File: src/hdl/ber_pkg.sv
package ber_pkg;

    // statistics counter width
    localparam int unsigned COUNT_W = 32;

    // PRBS63 shift register length
    localparam int unsigned PRBS_W = 63;

    localparam logic [PRBS_W-1:0] DEF_SEED = 63'd1;

    // top-level parameter defaults
    localparam int DEF_SYMBOL_BITS = 10;
    localparam int DEF_CW_SYMBOLS  = 54;
    localparam int DEF_FEC_T       = 15;
    localparam int DEF_LANES       = 4;

    // serial bit stream, tx and rx
    typedef struct packed {
        logic valid;
        logic data;
    } bit_stream_t;

    // per-bit check result
    typedef struct packed {
        logic valid;
        logic error;
    } bit_result_t;

    // per-bit pass-through plus codeword report
    typedef struct packed {
        logic               bit_valid;
        logic               bit_error;
        logic               cw_done;
        logic               uncorrectable;
        logic [COUNT_W-1:0] cw_bit_errors;
    } codeword_result_t;

    typedef struct packed {
        logic [COUNT_W-1:0] total_bits;
        logic [COUNT_W-1:0] bit_errors_pre;
        logic [COUNT_W-1:0] frames;
        logic [COUNT_W-1:0] frame_errors;
        logic [COUNT_W-1:0] bit_errors_post;
    } ber_stats_t;

endpackage

File: src/hdl/prbs63_gen.sv
`timescale 1ns/1ns

module prbs63_gen #(
    parameter logic [ber_pkg::PRBS_W-1:0] PRBS_SEED = ber_pkg::DEF_SEED
) (
    input  logic                clk,
    input  logic                rstn,
    input  logic                en,
    output ber_pkg::bit_stream_t tx
);
    import ber_pkg::*;

    logic [PRBS_W-1:0] sr;
    logic              sr_in;

    // x^63 + x^62 + 1 feedback
    assign sr_in = sr[62] ^ sr[61];

    always_ff @(posedge clk) begin
        if (!rstn) begin
            sr       <= PRBS_SEED;
            tx.valid <= 1'b0;
        end else begin
            tx.valid <= en;
            if (en) begin
                sr      <= {sr[PRBS_W-2:0], sr_in};
                // new bit goes out together with the shift
                tx.data <= sr_in;
            end
        end
    end

endmodule

File: src/hdl/prbs63_bit_checker.sv
`timescale 1ns/1ns

module prbs63_bit_checker #(
    parameter logic [ber_pkg::PRBS_W-1:0] PRBS_SEED = ber_pkg::DEF_SEED
) (
    input  logic                 clk,
    input  logic                 rstn,
    input  ber_pkg::bit_stream_t rx,
    output ber_pkg::bit_result_t bit_res
);
    import ber_pkg::*;

    // local copy of the transmit sequence
    logic [PRBS_W-1:0] sr;
    logic              expected;

    assign expected = sr[62] ^ sr[61];

    // assumed aligned from reset, no resync
    always_ff @(posedge clk) begin
        if (!rstn) begin
            sr            <= PRBS_SEED;
            bit_res.valid <= 1'b0;
        end else begin
            bit_res.valid <= rx.valid;
            if (rx.valid) begin
                // advance only on received bits
                sr            <= {sr[PRBS_W-2:0], expected};
                bit_res.error <= rx.data ^ expected;
            end
        end
    end

endmodule

File: src/hdl/fec_codeword_tracker.sv
`timescale 1ns/1ns

module fec_codeword_tracker #(
    parameter int SYMBOL_BITS = ber_pkg::DEF_SYMBOL_BITS,
    parameter int CW_SYMBOLS  = ber_pkg::DEF_CW_SYMBOLS,
    parameter int FEC_T       = ber_pkg::DEF_FEC_T,
    parameter int LANES       = ber_pkg::DEF_LANES
) (
    input  logic                      clk,
    input  logic                      rstn,
    input  ber_pkg::bit_result_t      bit_res,
    output ber_pkg::codeword_result_t cw_res
);
    import ber_pkg::*;

    localparam int BIT_W  = (SYMBOL_BITS > 1) ? $clog2(SYMBOL_BITS) : 1;
    localparam int SYM_W  = $clog2(CW_SYMBOLS + 1);
    localparam int LANE_W = (LANES > 1) ? $clog2(LANES) : 1;

    // err count never exceeds CW_SYMBOLS, so clip the limit there
    localparam logic [SYM_W-1:0] FEC_T_LIM =
        (FEC_T >= CW_SYMBOLS) ? SYM_W'(CW_SYMBOLS) : SYM_W'(FEC_T);

    logic [LANE_W-1:0] lane_ptr;
    logic [BIT_W-1:0]  bit_cnt;

    // per-lane codeword state
    logic               sym_err     [LANES];
    logic [SYM_W-1:0]   sym_cnt     [LANES];
    logic [SYM_W-1:0]   err_sym_cnt [LANES];
    logic [COUNT_W-1:0] bit_err_cnt [LANES];

    // lane values with the current bit folded in
    logic               sym_err_now;
    logic [SYM_W-1:0]   err_syms_now;
    logic [COUNT_W-1:0] cw_bits_now;
    logic               last_bit;
    logic               last_sym;
    logic [LANE_W-1:0]  lane_next;

    always_comb begin
        sym_err_now  = sym_err[lane_ptr] | bit_res.error;
        err_syms_now = err_sym_cnt[lane_ptr] + SYM_W'(sym_err_now);
        cw_bits_now  = bit_err_cnt[lane_ptr] + COUNT_W'(bit_res.error);
        last_bit     = (bit_cnt == BIT_W'(SYMBOL_BITS - 1));
        last_sym     = (sym_cnt[lane_ptr] == SYM_W'(CW_SYMBOLS - 1));
        // round-robin over the interleaved codewords
        if (lane_ptr == LANE_W'(LANES - 1)) begin
            lane_next = '0;
        end else begin
            lane_next = lane_ptr + 1'b1;
        end
    end

    always_ff @(posedge clk) begin
        if (!rstn) begin
            lane_ptr         <= '0;
            bit_cnt          <= '0;
            cw_res.bit_valid <= 1'b0;
            cw_res.bit_error <= 1'b0;
            cw_res.cw_done   <= 1'b0;
            for (int i = 0; i < LANES; i++) begin
                sym_err[i]     <= 1'b0;
                sym_cnt[i]     <= '0;
                err_sym_cnt[i] <= '0;
                bit_err_cnt[i] <= '0;
            end
        end else begin
            cw_res.bit_valid <= bit_res.valid;
            cw_res.bit_error <= bit_res.valid & bit_res.error;
            cw_res.cw_done   <= bit_res.valid & last_bit & last_sym;
            if (bit_res.valid) begin
                if (!last_bit) begin
                    bit_cnt               <= bit_cnt + 1'b1;
                    sym_err[lane_ptr]     <= sym_err_now;
                    bit_err_cnt[lane_ptr] <= cw_bits_now;
                end else begin
                    // symbol ends on this bit
                    bit_cnt           <= '0;
                    sym_err[lane_ptr] <= 1'b0;
                    lane_ptr          <= lane_next;
                    if (last_sym) begin
                        sym_cnt[lane_ptr]     <= '0;
                        err_sym_cnt[lane_ptr] <= '0;
                        bit_err_cnt[lane_ptr] <= '0;
                        cw_res.uncorrectable  <= (err_syms_now > FEC_T_LIM);
                        cw_res.cw_bit_errors  <= cw_bits_now;
                    end else begin
                        sym_cnt[lane_ptr]     <= sym_cnt[lane_ptr] + 1'b1;
                        err_sym_cnt[lane_ptr] <= err_syms_now;
                        bit_err_cnt[lane_ptr] <= cw_bits_now;
                    end
                end
            end
        end
    end

endmodule

File: src/hdl/ber_stats.sv
`timescale 1ns/1ns

module ber_stats (
    input  logic                      clk,
    input  logic                      rstn,
    input  ber_pkg::codeword_result_t cw_res,
    output ber_pkg::ber_stats_t       stats
);
    import ber_pkg::*;

    always_ff @(posedge clk) begin
        if (!rstn) begin
            stats <= '0;
        end else begin
            // pre-FEC counts, one per received bit
            if (cw_res.bit_valid) begin
                stats.total_bits     <= stats.total_bits + 1'b1;
                stats.bit_errors_pre <= stats.bit_errors_pre + COUNT_W'(cw_res.bit_error);
            end
            if (cw_res.cw_done) begin
                stats.frames <= stats.frames + 1'b1;
                // only codewords the decoder cannot fix leak errors
                if (cw_res.uncorrectable) begin
                    stats.frame_errors    <= stats.frame_errors + 1'b1;
                    stats.bit_errors_post <= stats.bit_errors_post + cw_res.cw_bit_errors;
                end
            end
        end
    end

endmodule

File: src/hdl/ber_tester.sv
`timescale 1ns/1ns

module ber_tester #(
    parameter logic [ber_pkg::PRBS_W-1:0] PRBS_SEED = ber_pkg::DEF_SEED,
    parameter int SYMBOL_BITS = ber_pkg::DEF_SYMBOL_BITS,
    parameter int CW_SYMBOLS  = ber_pkg::DEF_CW_SYMBOLS,
    parameter int FEC_T       = ber_pkg::DEF_FEC_T,
    parameter int LANES       = ber_pkg::DEF_LANES
) (
    input  logic                 clk,
    input  logic                 rstn,
    input  logic                 en,
    output ber_pkg::bit_stream_t tx,
    input  ber_pkg::bit_stream_t rx,
    output ber_pkg::ber_stats_t  stats
);
    import ber_pkg::*;

    bit_result_t      bit_res;
    codeword_result_t cw_res;

    // transmit pattern source
    prbs63_gen #(
        .PRBS_SEED (PRBS_SEED)
    ) u_gen (
        .clk  (clk),
        .rstn (rstn),
        .en   (en),
        .tx   (tx)
    );

    // receive side, rx -> stats in three stages
    prbs63_bit_checker #(
        .PRBS_SEED (PRBS_SEED)
    ) u_checker (
        .clk     (clk),
        .rstn    (rstn),
        .rx      (rx),
        .bit_res (bit_res)
    );

    fec_codeword_tracker #(
        .SYMBOL_BITS (SYMBOL_BITS),
        .CW_SYMBOLS  (CW_SYMBOLS),
        .FEC_T       (FEC_T),
        .LANES       (LANES)
    ) u_tracker (
        .clk     (clk),
        .rstn    (rstn),
        .bit_res (bit_res),
        .cw_res  (cw_res)
    );

    ber_stats u_stats (
        .clk    (clk),
        .rstn   (rstn),
        .cw_res (cw_res),
        .stats  (stats)
    );

endmodule

File: config.mk
export PLATFORM = sky130hd
export DESIGN_NAME = ber_tester
export DESIGN_NICKNAME = d
export VERILOG_FILES = /design/src/hdl/ber_pkg.sv /design/src/hdl/prbs63_gen.sv /design/src/hdl/prbs63_bit_checker.sv /design/src/hdl/fec_codeword_tracker.sv /design/src/hdl/ber_stats.sv /design/src/hdl/ber_tester.sv
export SDC_FILE = /design/constraint.sdc
export NUM_CORES = 1
export LEC_CHECK = 0
export ABC_CLOCK_PERIOD_IN_PS = 4800
export BUFFER_PORTS_ARGS = -buffer_cell sky130_fd_sc_hd__buf_2
export CAP_MARGIN = 20
export CORE_ASPECT_RATIO = 0.6
export CORE_MARGIN = 2
export CORE_UTILIZATION = 33
export DETAILED_ROUTE_END_ITERATION = 16
export GPL_TIMING_DRIVEN = 0
export SLEW_MARGIN = 20
export SYNTH_ARGS = -nofsm -noshare
export SYNTH_HDL_FRONTEND = slang
export SYNTH_SLANG_ARGS = --single-unit
File: constraint.sdc
create_clock -name clk -period 4.8 [get_ports clk]
set_clock_uncertainty 0.2 [all_clocks]
set_input_delay 0.72 -clock clk [delete_from_list [all_inputs] [get_ports clk]]
set_output_delay 0.72 -clock clk [all_outputs]
set_load 0.01 [all_outputs]
==> metrics.txt <==
Layout Utilization 39.3%; row count between 70 and 80; top cells by area, synth edfxtp_1, dfxtp_1, nor2_1; crit path DAT 4.63 ns; ys flop type dfxtp_1; CP max stage cell mux4_2; final hold vios 0; ANT nets after route 0; nets ~2.4k; Die Span X 340 um; register-to-register setup slack 0.29 ns; crit path time final 4.51 ns; ys async rst share 0%; HP Class input pin to flip-flop; Area Growth Syn to Fin 17.3%; layout cells sized above 1 between 10% and 20%; Storage cell area 12,400 sq um; Req. time, crit path 4.92 ns; total CTS buffers 51; PD cells roughly 340 nW/um^2; cell breakdown of the critical path buf_6 > buf_6 > buf_4 > buf_6 > buf_4 > mux4_2 > ha_1 > and2_1 > nand2_1 > nor3_4 > or3b_1 > clkbuf_1 > nor2_2 > xnor2_1 > inv_1; # DRC 0; most frequent CP cell buf_6; Netlist cell types 60; largest net degree at the start of global routing 24; placed insts 3,171; antenna violations before repair 2; Max clock buf depth 3; Slew HR 39.5%; DR WL/cell 17.5 um; Crit Path Class flip-flop to flip-flop; vias in the first global route 15.3k; GR Util All Layers 16.1%; Ports around 170; top-count cell post-synth nor2_1; Pint 7.03 mW; Sw Ratio between 20% and 30%; Fill cells between 6k and 7k; Core ar. 66,600 sq um; first-pass GRT wire length between 80,000 and 90,000 um; non-filler instance count after layout 3,267; most frequent cells after synthesis nor2_1, dfxtp_1, edfxtp_1, nand2_1, mux2i_1; Crit. End Element flip-flop; fmax approximately 220 MHz; detailed placement HPWL 41,800 um; status completed; Final Cell Area between 20,000 and 30,000 sq um; DP Area between 20,000 and 25,000 sq um; Die ar. 69,800 sq um; worst skew pair latency 0.62 ns; syn_area_per_cell 10.6 sq um; Startpoint Class flip-flop; Initial Util between 30% and 40%; Worst-path clk slew 0.07 ns; Post-CTS Hold Fix Bufs 0; register area share after synthesis 55.6%; Clock Sinks 514; CP Max Fanout 10; Final setup violation count 0; DR vias approximately 16k; Port Buffer Count 164; CP max stage delay 0.54 ns; static leakage 10.5 nW; number of synthesized register bits 514; clock root cell clkbuf_16; Final Max Slew Viols 0; combinational share of power just over 3%; Period Utilization, post-route a little over nine tenths; setup_tns 0 ns; drt first pass iters 5; routed vias/inst 4.92; RSZ-0062 raised after global routing no; Seq pwr share 51.3%; Synth Instances 2,102; peak supply drop 0.000256 V; GRT Residual Overflow 0; Placer Congestion between 0.8 and 0.9; Clk pwr share 45.6%; htree depth 2; Max-Cap Viols 0; Yosys top cell by area edfxtp_1; Synth Cell Area 22,300 sq um; Multi-input gate area 9290 sq um; TritonCTS clock tree built; measured slew at the worst slew-check pin 0.884 ns; syn_nets 2,151; switching pwr 2.00 mW; Die Height 205 um; total wire length roughly 57,000 um; 1st-iter DRT viols approximately 1.0k; yosys warns 0; number of diodes 0; share of the synthesized area in the top cell type 28.5%; number of enable flip-flop cells after synthesis about 210
-- layout make-up --
class,instances,share of cell area (%)
Timing Repair Buffer,171,3.60
Multi-Input combinational cell,1422,35.5
Sequential cell,514,47.4
Clock buffer,69,5.33
Inverter,70,1.00
Tap cell,900,4.30
Clock inverter,26,1.28
Buffer,95,1.58
-- placed cells by master, fill, tap and decap left out, drive strengths merged, types with 66 or more instances in the layout --
cell type,count
a21oi,67
xor2,107
nand3,66
edfxtp,212
buf,190
inv,72
clkbuf,145
nand2,177
mux2i,131
nor2,430
dfxtp,302
-- per-stage QoR --
| stage | setup slack, ns | power [mW] | hold slack (ns) |
|---|---|---|---|
| after floorplan | 0.477 | 4.90 | 0.241 |
| after global placement | -1.04 | 4.99 | 0.259 |
| after detailed placement | -0.265 | 5.01 | 0.270 |
| after CTS | 0.0455 | 9.13 | 0.260 |
| after global routing | 0.0247 | 9.33 | 0.260 |
| final | 0.285 | 9.03 | 0.276 |
-- state kept, by name, indices dropped and copies added (netlist names), named ones only --
name and cells:
u_checker.sr 63, u_tracker.sym_err 4, u_tracker.lane_ptr 2, u_gen.sr 63, u_tracker.cw_res 36, u_tracker.bit_err_cnt 128
u_checker.bit_res 2, u_tracker.err_sym_cnt 24, u_gen.tx 2, u_tracker.sym_cnt 24, u_stats.stats 160, u_tracker.bit_cnt 4
-- power groups by stage --
| stage | sequential, mW | clock, mW | combinational [mW] |
|---|---|---|---|
| CTS | 4.63 | 4.22 | 0.283 |
| floorplan | 4.72 | 0 | 0.182 |
| finish | 4.63 | 4.12 | 0.282 |
| detailed placement | 4.72 | 0 | 0.282 |
| global route | 4.63 | 4.40 | 0.306 |
| global placement | 4.72 | 0 | 0.266 |
-- critical path: cells and delay by family, from the launching register on --
family                   cells  cell delay [ns]
XOR/XNOR                     1             0.45
buffers and inverters        7             1.66
multiplexers                 1             0.54
adder cells (fa/ha/maj)      1             0.23
AND/OR/NAND/NOR              5             0.77
flip-flops                   1             0.33
-- what timing repair did --
item | 4_1_cts | 5_1_grt
setup endpoints to repair | 56 | 46
buffers inserted | 0 | 2
resized for setup | 0 | 6
pin swaps | 0 | 1
-- routing by layer --
metal | share of wire, % | GRT usage (%) | up-vias
met3 | 8.2 | 3.97 | 59
met4 | 1.2 | 3.00 | 2
met1 | 47 | 23.2 | 7825
li1 | - | - | 7713
met2 | 43 | 24.7 | 483
met5 | 0.023 | 0 | -
-- path summary, 6_finish.rpt --
kind	startpoint	endpoint	depth (start not counted)
hold reg to reg	u_tracker.sym_err[0]	u_tracker.sym_err[0]	2
setup reg to reg	flip-flop	u_tracker.cw_res[31]	15
setup / recovery	flip-flop	u_tracker.cw_res[31]	15
hold / removal	rx[0]	u_checker.bit_res[0]	2
-- cell families after synthesis --
family          Yosys count  share of synthesized area [%]
simple gates            861                           17.2
compound gates          174                           4.64
fa+ha+maj                44                           2.50
mux                     176                           10.4
xor+xnor                167                           6.59
buf+inv                 166                           3.03
flops                   514                           55.6
Note: power is estimated with default switching activity, not from simulation.
